### config.mk
export PLATFORM = sky130hd
export DESIGN_NAME = qsnd_sound_top
export DESIGN_NICKNAME = d
export VERILOG_FILES = /design/src/hw/qsnd_pkg.sv /design/src/hw/qsnd_sound_top.sv /design/src/hw/volume_ctrl.sv /design/src/hw/qsnd_frame_pacer.sv /design/src/hw/dsp_sample_capture.sv /design/src/hw/z80_int_timer.sv /design/src/hw/qsnd_mailbox.sv /design/src/hw/z80_bus_decode.sv
export SDC_FILE = /design/constraint.sdc
export NUM_CORES = 1
export LEC_CHECK = 0
export BUFFER_PORTS_ARGS = -buffer_cell sky130_fd_sc_hd__buf_2
export CAP_MARGIN = 40
export CORE_MARGIN = 4
export CORE_UTILIZATION = 50
export DETAILED_ROUTE_END_ITERATION = 10
export PLACE_DENSITY = 0.72
export SLEW_MARGIN = 20
export SYNTH_ARGS = -nofsm -noshare
export SYNTH_HDL_FRONTEND = slang
export SYNTH_HIERARCHICAL = 1
export SYNTH_SLANG_ARGS = --single-unit
### constraint.sdc
create_clock -name clk48 -period 10.3 [get_ports clk48]
set_clock_uncertainty 0.15 [all_clocks]
set_input_delay 1.545 -clock clk48 [delete_from_list [all_inputs] [get_ports clk48]]
set_output_delay 1.545 -clock clk48 [all_outputs]
set_load 0.02 [all_outputs]
### src/hw/qsnd_pkg.sv
/* shared widths, address constants, bus structs and enums for the QSound glue logic
   modules import it inside their bodies and use scoped names in their port lists */
`default_nettype none

package qsnd_pkg;

    localparam int rom_aw       = 19;      // program ROM, 512 kB
    localparam int qaddr_w      = 23;      // sample ROM, up to 8 MB
    localparam int sample_w     = 16;
    localparam int vol_w        = 13;
    localparam int vol_steps    = 40;
    localparam int vol_max_idx  = 39;
    localparam int vol_idx_w    = $clog2(vol_steps);
    localparam logic [rom_aw-1:0] bank_base = 19'h08000;
    localparam int frame_period = 2000;    // clk48 cycles per stereo frame
    localparam int frame_cnt_w  = $clog2(frame_period);
    localparam int int_period   = 32000;   // cen8 pulses per Z80 interrupt
    localparam int int_cnt_w    = $clog2(int_period);

    typedef struct packed {
        logic [15:0] addr;
        logic [7:0]  dout;
        logic        mreq_n;
        logic        rd_n;
        logic        wr_n;
        logic        m1_n;
        logic        iorq_n;
    } z80_bus_t;

    typedef struct packed {
        logic [15:0] pbus_out;
        logic [15:0] ab;
        logic [15:0] serout;   // parallel copy of the serial output word
        logic        pods_n;
        logic        pids_n;
        logic        sadd;
        logic        psel;     // low for left, high for right
        logic        cen_cko;
        logic        iack;
    } dsp_port_t;

    typedef struct packed {
        logic signed [sample_w-1:0] left;
        logic signed [sample_w-1:0] right;
    } stereo_t;

    typedef enum logic [2:0] {
        region_none,
        region_rom_fixed,
        region_rom_bank,
        region_ram,
        region_qsnd_wr,
        region_bank_wr,
        region_status_rd
    } mem_region_e;

    typedef enum logic [1:0] {
        phase_idle,
        phase_addr,
        phase_data
    } mbox_phase_e;

endpackage

`default_nettype wire
### src/hw/qsnd_sound_top.sv
/* QSound sound board glue, Z80 and DSP cores connect through the ports
   bus decode feeds the mailbox, DSP samples go through capture and pacer */
`default_nettype none

module qsnd_sound_top (
    input  logic                         clk48,
    input  logic                         rst,
    input  logic                         cen8,
    input  logic                         vol_up,
    input  logic                         vol_down,
    input  qsnd_pkg::z80_bus_t           z80,
    output logic [7:0]                   cpu_din,
    output logic                         int_n,
    output logic                         rom_cs,
    output logic [qsnd_pkg::rom_aw-1:0]  rom_addr,
    input  logic [7:0]                   rom_data,
    output logic                         ram_cs,
    input  logic [7:0]                   ram_data,
    input  qsnd_pkg::dsp_port_t          dsp,
    output logic [15:0]                  dsp_pbus_in,
    output logic                         dsp_irq,
    output logic                         dsp_rst,
    output logic                         dsp_cen,
    output logic [qsnd_pkg::qaddr_w-1:0] qsnd_addr,
    input  logic                         qsnd_ok,
    output logic [qsnd_pkg::vol_w-1:0]   volume,
    output qsnd_pkg::stereo_t            frame,
    output logic                         sample
);
    import qsnd_pkg::*;

    mem_region_e region;
    logic [3:0]  bank;
    logic        dsp_rdy_n;
    stereo_t     pre_frame;
    logic        base_sample;

    z80_bus_decode u_decode (
        .z80       (z80),
        .bank      (bank),
        .dsp_rdy_n (dsp_rdy_n),
        .rom_data  (rom_data),
        .ram_data  (ram_data),
        .region    (region),
        .rom_cs    (rom_cs),
        .rom_addr  (rom_addr),
        .ram_cs    (ram_cs),
        .cpu_din   (cpu_din)
    );

    qsnd_mailbox u_mailbox (
        .clk48       (clk48),
        .rst         (rst),
        .region      (region),
        .wdata       (z80.dout),
        .addr_lo     (z80.addr[1:0]),
        .pids_n      (dsp.pids_n),
        .iack        (dsp.iack),
        .bank        (bank),
        .dsp_rst     (dsp_rst),
        .dsp_irq     (dsp_irq),
        .dsp_rdy_n   (dsp_rdy_n),
        .dsp_pbus_in (dsp_pbus_in)
    );

    z80_int_timer u_int_timer (
        .clk48  (clk48),
        .rst    (rst),
        .cen8   (cen8),
        .m1_n   (z80.m1_n),
        .iorq_n (z80.iorq_n),
        .int_n  (int_n)
    );

    dsp_sample_capture u_capture (
        .clk48       (clk48),
        .rst         (rst),
        .dsp         (dsp),
        .pre_frame   (pre_frame),
        .base_sample (base_sample),
        .qsnd_addr   (qsnd_addr)
    );

    qsnd_frame_pacer u_pacer (
        .clk48       (clk48),
        .rst         (rst),
        .pre_frame   (pre_frame),
        .base_sample (base_sample),
        .qsnd_ok     (qsnd_ok),
        .frame       (frame),
        .sample      (sample),
        .dsp_cen     (dsp_cen)
    );

    volume_ctrl u_volume (
        .clk48    (clk48),
        .rst      (rst),
        .vol_up   (vol_up),
        .vol_down (vol_down),
        .volume   (volume)
    );

endmodule

`default_nettype wire

### src/hw/volume_ctrl.sv
/* stepped volume control, vol_up and vol_down rising edges move a saturating
   index and the registered volume word follows from the step table */
`default_nettype none

module volume_ctrl (
    input  logic                       clk48,
    input  logic                       rst,
    input  logic                       vol_up,
    input  logic                       vol_down,
    output logic [qsnd_pkg::vol_w-1:0] volume
);
    import qsnd_pkg::*;

    logic [vol_idx_w-1:0] vol_idx;
    logic                 last_up;
    logic                 last_down;

    // groups of five, coarse part halves per group, fine part halves per step
    function automatic logic [vol_w-1:0] vol_word(input logic [vol_idx_w-1:0] idx);
        logic [vol_w-1:0] coarse;
        logic [vol_w-1:0] fine;
        coarse = 13'h1000 >> (idx / 5);
        fine   = 13'h0010 >> (idx % 5);
        return coarse | fine;
    endfunction

    always_ff @(posedge clk48 or posedge rst) begin
        if (rst) begin
            vol_idx   <= vol_idx_w'(vol_max_idx);
            last_up   <= 1'b0;
            last_down <= 1'b0;
            volume    <= '0;
        end else begin
            last_up   <= vol_up;
            last_down <= vol_down;
            if (vol_up && !last_up) begin
                if (vol_idx < vol_idx_w'(vol_max_idx))
                    vol_idx <= vol_idx + 1'b1;
            end else if (vol_down && !last_down) begin
                if (vol_idx != '0)
                    vol_idx <= vol_idx - 1'b1;
            end
            volume <= vol_word(vol_idx);   // one cycle behind the index
        end
    end

endmodule

`default_nettype wire

### src/hw/qsnd_frame_pacer.sv
/* emits one stereo frame every frame_period cycles and holds the DSP
   clock enable low from a finished pre-frame until the next period starts */
`default_nettype none

module qsnd_frame_pacer (
    input  logic              clk48,
    input  logic              rst,
    input  qsnd_pkg::stereo_t pre_frame,
    input  logic              base_sample,
    input  logic              qsnd_ok,
    output qsnd_pkg::stereo_t frame,
    output logic              sample,
    output logic              dsp_cen
);
    import qsnd_pkg::*;

    logic [frame_cnt_w-1:0] cnt;
    logic                   sleep;
    logic                   wrap;

    assign wrap = (cnt == frame_cnt_w'(frame_period - 1));

    always_ff @(posedge clk48 or posedge rst) begin
        if (rst) begin
            cnt     <= '0;
            sleep   <= 1'b0;
            sample  <= 1'b0;
            dsp_cen <= 1'b1;
            frame   <= '0;
        end else begin
            dsp_cen <= ~sleep & qsnd_ok;   // also stalls while sample ROM data is late
            sample  <= wrap;
            if (wrap) begin
                cnt   <= '0;
                sleep <= 1'b0;
                frame <= pre_frame;
            end else begin
                cnt <= cnt + 1'b1;
                if (base_sample)
                    sleep <= 1'b1;
            end
        end
    end

endmodule

`default_nettype wire

### src/hw/dsp_sample_capture.sv
/* collects left and right words from the DSP serial port strobes into a pre-frame
   and assembles the QSound sample ROM address from the two DSP address halves */
`default_nettype none

module dsp_sample_capture (
    input  logic                 clk48,
    input  logic                 rst,
    input  qsnd_pkg::dsp_port_t  dsp,
    output qsnd_pkg::stereo_t    pre_frame,
    output logic                 base_sample,
    output logic [qsnd_pkg::qaddr_w-1:0] qsnd_addr
);
    import qsnd_pkg::*;

    dsp_port_t                  dsp_q;    // input register, edges are seen on this copy
    logic                       last_sadd;
    logic                       last_psel;
    logic                       last_pods_n;
    logic signed [sample_w-1:0] reg_left;
    logic signed [sample_w-1:0] reg_right;

    always_ff @(posedge clk48) begin
        dsp_q <= dsp;
        if (!dsp_q.sadd && last_sadd) begin
            if (!dsp_q.psel)
                reg_left <= dsp_q.serout;
            else
                reg_right <= dsp_q.serout;
        end
    end

    always_ff @(posedge clk48 or posedge rst) begin
        if (rst) begin
            last_sadd   <= 1'b0;
            last_psel   <= 1'b0;
            last_pods_n <= 1'b1;
            base_sample <= 1'b0;
            pre_frame   <= '0;
            qsnd_addr   <= '0;
        end else begin
            last_sadd   <= dsp_q.sadd;
            last_psel   <= dsp_q.psel;
            last_pods_n <= dsp_q.pods_n;
            base_sample <= dsp_q.psel && !last_psel;
            if (dsp_q.psel && !last_psel) begin
                pre_frame.left  <= reg_left;
                pre_frame.right <= reg_right;
            end
            if (dsp_q.pods_n && !last_pods_n)
                qsnd_addr[15:0] <= dsp_q.pbus_out;
            if (dsp_q.ab[15] && dsp_q.cen_cko)
                qsnd_addr[22:16] <= dsp_q.ab[6:0];   // upper bits from the address bus
        end
    end

endmodule

`default_nettype wire

### src/hw/z80_int_timer.sv
/* periodic Z80 interrupt, one every int_period cen8 pulses
   int_n stays low until the CPU runs an acknowledge cycle */
`default_nettype none

module z80_int_timer (
    input  logic clk48,
    input  logic rst,
    input  logic cen8,
    input  logic m1_n,
    input  logic iorq_n,
    output logic int_n
);
    import qsnd_pkg::*;

    logic [int_cnt_w-1:0] cnt;
    logic                 wrap;

    assign wrap = (cnt == int_cnt_w'(int_period - 1));

    always_ff @(posedge clk48 or posedge rst) begin
        if (rst) begin
            cnt   <= '0;
            int_n <= 1'b1;
        end else if (cen8) begin
            cnt <= wrap ? '0 : cnt + 1'b1;
            if (!m1_n && !iorq_n)
                int_n <= 1'b1;   // acknowledge wins
            else if (wrap)
                int_n <= 1'b0;
        end
    end

endmodule

`default_nettype wire

### src/hw/qsnd_mailbox.sv
/* bank register, DSP reset bit and the three-byte CPU to DSP mailbox
   the address byte write raises the DSP interrupt, pids_n rises step the read phase */
`default_nettype none

module qsnd_mailbox (
    input  logic                  clk48,
    input  logic                  rst,
    input  qsnd_pkg::mem_region_e region,
    input  logic [7:0]            wdata,
    input  logic [1:0]            addr_lo,
    input  logic                  pids_n,
    input  logic                  iack,
    output logic [3:0]            bank,
    output logic                  dsp_rst,
    output logic                  dsp_irq,
    output logic                  dsp_rdy_n,
    output logic [15:0]           dsp_pbus_in
);
    import qsnd_pkg::*;

    logic [23:0] mbox;     // address byte on top, data word below
    mbox_phase_e phase;
    logic        last_pids_n;
    logic        pids_rise;

    assign pids_rise = pids_n && !last_pids_n;

    always_ff @(posedge clk48 or posedge rst) begin
        if (rst) begin
            bank        <= 4'd0;
            dsp_rst     <= 1'b1;
            dsp_irq     <= 1'b0;
            phase       <= phase_idle;
            last_pids_n <= 1'b1;
        end else begin
            last_pids_n <= pids_n;
            if (region == region_bank_wr) begin
                bank    <= wdata[3:0];
                dsp_rst <= ~wdata[7];
            end
            if (region == region_qsnd_wr && addr_lo == 2'd2) begin
                dsp_irq <= 1'b1;
                phase   <= phase_addr;
            end else if (pids_rise) begin
                dsp_irq <= 1'b0;
                case (phase)
                    phase_addr: phase <= phase_data;
                    default:    phase <= phase_idle;
                endcase
            end
        end
    end

    always_ff @(posedge clk48) begin
        if (region == region_qsnd_wr) begin
            case (addr_lo)
                2'd0:    mbox[15:8]  <= wdata;   // data high
                2'd1:    mbox[7:0]   <= wdata;   // data low
                2'd2:    mbox[23:16] <= wdata;   // address
                default: ;
            endcase
        end
    end

    assign dsp_pbus_in = (phase == phase_addr) ? {8'd0, mbox[23:16]} : mbox[15:0];
    assign dsp_rdy_n   = ~(dsp_irq | iack);

endmodule

`default_nettype wire

### src/hw/z80_bus_decode.sv
/* Z80 address decode: classifies each access, forms the banked ROM address
   and muxes the read data back to the CPU; purely combinational */
`default_nettype none

module z80_bus_decode (
    input  qsnd_pkg::z80_bus_t    z80,
    input  logic [3:0]            bank,
    input  logic                  dsp_rdy_n,
    input  logic [7:0]            rom_data,
    input  logic [7:0]            ram_data,
    output qsnd_pkg::mem_region_e region,
    output logic                  rom_cs,
    output logic [qsnd_pkg::rom_aw-1:0] rom_addr,
    output logic                  ram_cs,
    output logic [7:0]            cpu_din
);
    import qsnd_pkg::*;

    logic [3:0] page;
    logic [2:0] offset;

    assign page   = z80.addr[15:12];
    assign offset = z80.addr[2:0];

    always_comb begin
        region = region_none;
        if (!z80.mreq_n) begin
            if (!z80.addr[15]) begin
                region = region_rom_fixed;
            end else if (z80.addr[15:14] == 2'b10) begin
                region = region_rom_bank;   // 8000-BFFF window
            end else if (page == 4'hc || page == 4'hf) begin
                region = region_ram;
            end else if (page == 4'hd) begin
                if (!z80.wr_n && offset <= 3'd2)
                    region = region_qsnd_wr;
                else if (!z80.wr_n && offset == 3'd3)
                    region = region_bank_wr;
                else if (!z80.rd_n && offset == 3'd7)
                    region = region_status_rd;
            end
        end
    end

    assign rom_cs = (region == region_rom_fixed) || (region == region_rom_bank);
    assign ram_cs = (region == region_ram);

    // 16 kB pages placed after the fixed 32 kB
    assign rom_addr = z80.addr[15] ? ({1'b0, bank, z80.addr[13:0]} + bank_base)
                                   : {4'd0, z80.addr[14:0]};

    always_comb begin
        case (region)
            region_rom_fixed,
            region_rom_bank:  cpu_din = rom_data;
            region_ram:       cpu_din = ram_data;
            region_status_rd: cpu_din = {dsp_rdy_n, 3'b111, bank};
            default:          cpu_din = 8'hff;   // open bus
        endcase
    end

endmodule

`default_nettype wire

[Word-level counts from Yosys, hierarchy flattened]
Cells that the tools add are included.
Widths: inputs -> output; s select.
Storage, ports and cells
  input bits: 105
  word-level logic and storage cells: 138
  output and inout bits: 118
  bits in registers: 259
Operators by class
  order comparisons: 2
  eq/ne operators: 18
  shift-type cells: 2
  mux-type cells: 26
  div/mod/pow operators: 2
  reductions and logical operators: 39
  add/sub/neg operators: 5
  bitwise logic cells: 7
Operators with widths (number)
  $div 6x3->32 const B: 1
  $mod 6x3->32 const B: 1
  $shr 13x32->13 const A: 1
  $shr 5x32->13 const A: 1
  $mux 3: 8
  $mux 6: 4
  $pmux 8 s3: 1
  $add 18x16->19 const B: 1
  $mux 19: 1
  $mux 16: 1
  $add 15x1->15 const B: 1
  $eq 15x15->1 const B: 1
  $mux 15: 1
  $or 13x13->13: 1
  $eq 3x3->1 const B: 4
  $eq 4x4->1 const B: 3
  $logic_and 1x1->1: 12
  $reduce_and 2->1: 6
  $add 11x1->11 const B: 1
  $eq 11x11->1 const B: 1
  $mux 11: 1
  $logic_not 1->1: 10
  $reduce_bool 2->1: 5
  $eq 3x2->1 const B: 3
  other kinds (18): 31

[Longest topological paths before layout]
  depth in word-level cells: 13
  mapped depth: 20
  gate-level depth less buffers: 17

[Modules after synthesis]
Netlist, hierarchy kept.
Modules (own cells, without submodules)
  dsp_sample_capture: instances 1, area an instance 4194.0 um2, seq. area each 3319.4 um2, cells each 202
  volume_ctrl: instances 1, area an instance 2052.0 um2, seq. area each 530.5 um2, cells each 249
  qsnd_frame_pacer: instances 1, area an instance 1825.5 um2, seq. area each 1152.4 um2, cells each 125
  qsnd_mailbox: instances 1, area an instance 1232.4 um2, seq. area each 923.4 um2, cells each 69
  z80_int_timer: instances 1, area an instance 828.3 um2, seq. area each 401.6 um2, cells each 83
  z80_bus_decode: instances 1, area an instance 561.8 um2, seq. area each 0.0 um2, cells each 72

[Worst setup path after synthesis]
No wires, ideal clock.
  path kind: input to output
  start: input z80[3] (netlist name)
  end: output rom_cs
  arrival: 2.730 ns
  setup slack: 5.875 ns
  data required time: 8.605 ns
  cell stages on the path: 5
  path buffers: 1
  cell sequence: nand4b_1 -> o211a_1 -> buf_6 -> nor2_1 -> nor2b_1
Between the ends
  cells in the longest elaborated chain, start to end: 12
  elaborated cells on any way between the ends: 13
  classes of those cells: eq/ne: 2; mux: 8; reduce/logical: 3
Ends and longest elaborated chain
  from (decl): RTL line qsnd_sound_top.sv:11  | input qsnd_pkg::z80_bus_t z80,
  $logic_not 1->1 (*): RTL line z80_bus_decode.sv:39  | else if (!z80.rd_n && offset == 3'd7)
  $logic_and 1x1->1 (*): RTL line z80_bus_decode.sv:39
  $mux 3 (*): RTL line z80_bus_decode.sv:39
  $mux 3 (*): RTL line z80_bus_decode.sv:37  | else if (!z80.wr_n && offset == 3'd3)
  $mux 3 (*): RTL line z80_bus_decode.sv:35  | if (!z80.wr_n && offset <= 3'd2)
  $mux 3 (*): RTL line z80_bus_decode.sv:34  | end else if (page == 4'hd) begin
  $mux 3 (*): RTL line z80_bus_decode.sv:32  | end else if (page == 4'hc || page == 4'hf) begin
  $mux 3 (*): RTL line z80_bus_decode.sv:30  | end else if (z80.addr[15:14] == 2'b10) begin
  $mux 3 (*): RTL line z80_bus_decode.sv:28  | if (!z80.addr[15]) begin
  $mux 3 (*): RTL line z80_bus_decode.sv:27  | if (!z80.mreq_n) begin
  $eq 3x1->1 or $eq 3x2->1 (tied branches): RTL line z80_bus_decode.sv:45  | assign rom_cs = (region == region_rom_fixed) || (region == region_rom_bank);
  $logic_or 1x1->1 (*): RTL line z80_bus_decode.sv:45
  to (decl): RTL line qsnd_sound_top.sv:14  | output logic rom_cs,
Mark *: on every way between the ends. The rest lies on a longest branch, timed or not.

[Worst setup path in the final report]
  start: register u_volume.vol_idx[4]
  end: register u_volume/volume[0] (netlist name)
Between the ends
  cells in the longest elaborated chain, start to end: 3
  elaborated cells on any way between the ends: 5
  classes of those cells: div: 2; shift: 2; bitwise: 1
Ends and longest elaborated chain
  from (decl): RTL line volume_ctrl.sv:14  | logic [vol_idx_w-1:0] vol_idx;
  from (signal assigned): RTL line volume_ctrl.sv:29  | vol_idx <= vol_idx_w'(vol_max_idx);
  from (signal assigned): RTL line volume_ctrl.sv:38  | vol_idx <= vol_idx + 1'b1;
  from (signal assigned): RTL line volume_ctrl.sv:41  | vol_idx <= vol_idx - 1'b1;
  $div 6x3->32 or $mod 6x3->32 (tied branches): RTL line volume_ctrl.sv:22, volume_ctrl.sv:23
  $shr 13x32->13 or $shr 5x32->13 (tied branches): RTL line volume_ctrl.sv:22, volume_ctrl.sv:23
  $or 13x13->13 (*): RTL line volume_ctrl.sv:24  | return coarse | fine;
  to (signal assigned): RTL line volume_ctrl.sv:43  | volume <= vol_word(vol_idx);
  to (decl): RTL line volume_ctrl.sv:10  | output logic [qsnd_pkg::vol_w-1:0] volume
Marks and branches as above.
A chain may end at the register's enable or synchronous reset.

==> impl_metrics.toml <==
[die]
core.rowCount = 53
core_area_um2 = 21020
dieArea_um2 = 23790
floorplan.initialDensity_pct = 50.87
fp.dieH_um = 154.2
pin_count = 223
die_w_um = 154.2

[clock_tree]
cts_root_buffer = "sky130_fd_sc_hd__clkbuf_16"
cts.hold.buffers_added = 0
cts-resized-gates = 0
cts.sinks = 250
cts_tree = "done"
clk_latency_ns = 0.52
cts_buffers = 26
cts_buffer_depth = 3
number_of_levels_in_the_clock_h_tree = 1
cts_post_setup_buffers_inserted = 0
clk_pin_slew_ns = 0.06

[synthesis]
number_of_cells_produced_by_synthesis = 800
synth-edff-count = 56
synth.area.top_cells = "sky130_fd_sc_hd__dfrtp_1 33%, sky130_fd_sc_hd__edfxtp_1 16%, sky130_fd_sc_hd__dfxtp_1 8.2%"
synth_area_leader_cell = "sky130_fd_sc_hd__dfrtp_1"
synthesis.area_per_instance_um2 = 13.37
post_synth_num_cell_types = 98
post-synth-top-area-fraction_pct = 32.99
ys_warn_count = 6
synthArstFlopShare_pct = 60.00
postSynthRegisterBits = 250
post_synth_most_frequent_cells = "141 x sky130_fd_sc_hd__dfrtp_1, 66 x sky130_fd_sc_hd__mux2_2, 56 x sky130_fd_sc_hd__edfxtp_1"
netlist_area_um2 = 10690
synth_most_common_cell = "sky130_fd_sc_hd__dfrtp_1"
synth-seq-area-share_pct = 59.17
synth_ff_type = "sky130_fd_sc_hd__dfrtp_1"
mapped_nets = 916

[worst_setup_path]
crit_top_cell = "sky130_fd_sc_hd__ha_1"
crit_path_cell_trace = "buf_6 > nor2_2 > inv_2 > ha_1 > and2b_1 > a311oi_1 > nand2_1 > inv_1 > ha_1 > nor2_1 > a41oi_1 > o221ai_2 > a21boi_1 > o31ai_2 > nand4b_2 > or4b_1 > nand3_1"
worst_path_max_delay_cell = "sky130_fd_sc_hd__or4b_1"
timing.critical_path.depth = 17
ff2ff_path_depth = 17
timing.critical_path.from_type = "flip-flop"
crit_arrival_ns = 5.51
critical_path_peak_fanout = 15
endpoint_kind = "flip-flop"
critical_path_required_ns = 10.61
critical_path.n_buffers_inverters = 3
worst_path_dominant_cell_family = "simple AND/OR/NAND/NOR gates"
worst_path_largest_cell_delay_ns = 0.55
critPathKind = "flip-flop to flip-flop"

[placed_design]
pre_cts_setup_slack_ns = 5.088
postPlaceCellArea_um2 = 11710
buffer_ports.inserted = 196
dp_hpwl_um = 15270
gpl.final_weighted_congestion = 0.8663

[routing]
post-route-drc-count = 0
route.met2.wl_um = 10580
met1Wirelength_um = 10020
dr.first_iter.drc_count = 473
finalWirelength_um = 22290
route.top_layer_used = "met5"
dr_total_vias = 6894
met3_wirelength_um = 1217
route.detailed.wl_per_inst_um = 17.35
route.antenna.remaining_nets = 0
drt_pre_antenna_iters = 5
route.detailed.vias_per_inst = 5.365

[sta]
timing_hold_violations_final = 0
worst-slew-pin-transition_ns = 0.7736
period_share_pct = 50.53
final-setup-viol-count = 0
final_period_minus_worst_setup_slack_ns = 5.205
setup_total_negative_slack_ns = 0
rsz0062_at_grt = "false"
timing_max_transition_violations_final = 0
maxClockFrequency_mhz = 192.1
slew_headroom_pct = 48.04
final.setup.worst_slack_ns = 5.095

[power_and_ir_drop]
ir_worst_vdd_mv = 0.1894
p_leak_nw = 5.728
power.density_cell_area_nw_per_um2 = 250.8

[grt]
largest_net_degree_at_the_start_of_global_routing = 58
total_grt_usage_pct = 18.50
grt_pass1_wl_um = 36470
antenna_violations_before_repair = 2
grt_pass1_vias = 6887
total_congestion_overflow_after_global_routing = 0

[run]
cap_viol_max_count = 0

[layout]
areaGrowthSynthToFinish_pct = 18.11
final_nets = 1105
total_non_filler_cell_area_in_the_finished_layout_um2 = 12630
final-seq-area_um2 = 6327
post_route_cells_drive_above_1_share_pct = 39.05
multi_input_comb_area_um2 = 3895
filler_cell_count = 1685

[min_path]
timing.hold.worst_path_depth = 0
holdCritPathClass = "flip-flop to flip-flop"

[status]
status = "finished clean"
## cell families after synthesis
family | after synthesis | synth area share (%)
mux | 101 | 11.65
compound gates | 136 | 9.442
simple gates | 209 | 11.81
buf+inv | 69 | 4.458
flops | 250 | 59.17
fa+ha+maj | 12 | 1.451
xor+xnor | 23 | 2.024
## report_power, final
group | switching (mW) | internal, mW | leakage, nW
Combinational | 0.621 | 0.411 | 2.53
Clock | 0.377 | 0.556 | 0.425
Sequential | 0.101 | 1.10 | 2.77
## flip-flops by register name (all words and copies together) (netlist names), 2 cells and up
name                 flops
u_volume/volume         13
u_capture/qsnd_addr     23
u_volume/vol_idx         6
u_capture/reg_right     16
u_mailbox/phase          2
u_mailbox/mbox          24
u_pacer/cnt             11
u_int_timer/cnt         15
u_capture/pre_frame     32
u_mailbox/bank           4
u_capture/dsp_q         44
u_capture/reg_left      16
u_pacer/frame           32
## path summary, 6_finish.rpt
kind	slack, ns	start	to
max	5.10	u_volume/vol_idx[4]	u_volume/volume[0]
min	0.18	u_capture/dsp_q[5]	u_capture/last_pods_n
max reg2reg	5.10	u_volume/vol_idx[4]	u_volume/volume[0]
min reg2reg	0.18	u_capture/dsp_q[5]	u_capture/last_pods_n
max in group asynchronous	8.35	rst	u_capture/last_pods_n
min in group asynchronous	0.83	rst	u_capture/qsnd_addr[22]
## layout make-up
class | count | share of cell area, %
tap | 275 | 2.724
clock inverter | 19 | 1.516
timing repair buffer | 208 | 8.747
sequential | 250 | 50.09
inverter | 22 | 0.6538
antenna | 1 | 0.01981
clock buffer | 29 | 5.409
multi-input combinational | 481 | 30.84
## metal layers
metal | vias to the layer above | GRT usage [%]
met3 | 43 | 3.302
li1 | 3295 | -
met1 | 3377 | 26.15
met2 | 177 | 29.95
met4 | 2 | 4.710
met5 | - | 0
## placed cells by master, fill, tap and decap left out, types with 6 or more instances in the layout
cell type	netlist	layout
sky130_fd_sc_hd__buf_2	8	197
sky130_fd_sc_hd__dfrtp_1	141	141
sky130_fd_sc_hd__mux2_2	66	66
sky130_fd_sc_hd__edfxtp_1	56	56
sky130_fd_sc_hd__dfxtp_1	44	44
sky130_fd_sc_hd__nor2_1	44	44
sky130_fd_sc_hd__mux2_4	29	29
sky130_fd_sc_hd__clkbuf_16	0	27
sky130_fd_sc_hd__nand2_1	23	23
sky130_fd_sc_hd__a21oi_1	23	23
sky130_fd_sc_hd__o21ai_0	22	22
sky130_fd_sc_hd__nand3_1	21	21
sky130_fd_sc_hd__inv_1	20	18
sky130_fd_sc_hd__o211ai_1	18	18
sky130_fd_sc_hd__nor2b_1	17	17
sky130_fd_sc_hd__nand2b_1	15	15
sky130_fd_sc_hd__nor3_1	12	12
sky130_fd_sc_hd__nand4_1	12	12
sky130_fd_sc_hd__xor2_1	12	12
sky130_fd_sc_hd__ha_1	10	10
sky130_fd_sc_hd__dfstp_2	9	9
sky130_fd_sc_hd__xnor2_1	9	9
sky130_fd_sc_hd__o21ai_1	9	9
sky130_fd_sc_hd__buf_4	22	7
sky130_fd_sc_hd__and2_1	7	7
sky130_fd_sc_hd__nand3b_1	6	6
sky130_fd_sc_hd__o22ai_1	6	6
sky130_fd_sc_hd__mux2_1	6	6
## metrics by stage
stage                     util, %  std cells  total power [mW]  hold WS (ns)
after CTS                   59.85       1281             3.182        0.1743
after global routing        60.09       1285             3.364        0.1864
final                       60.09       1285             3.167        0.1754
after detailed placement    55.69       1233             2.229        0.1592
after global placement      55.57       1231             2.207        0.1590
after floorplan                 -        800             2.022        0.1474
No activity file was read; power rests on OpenSTA's default activity.
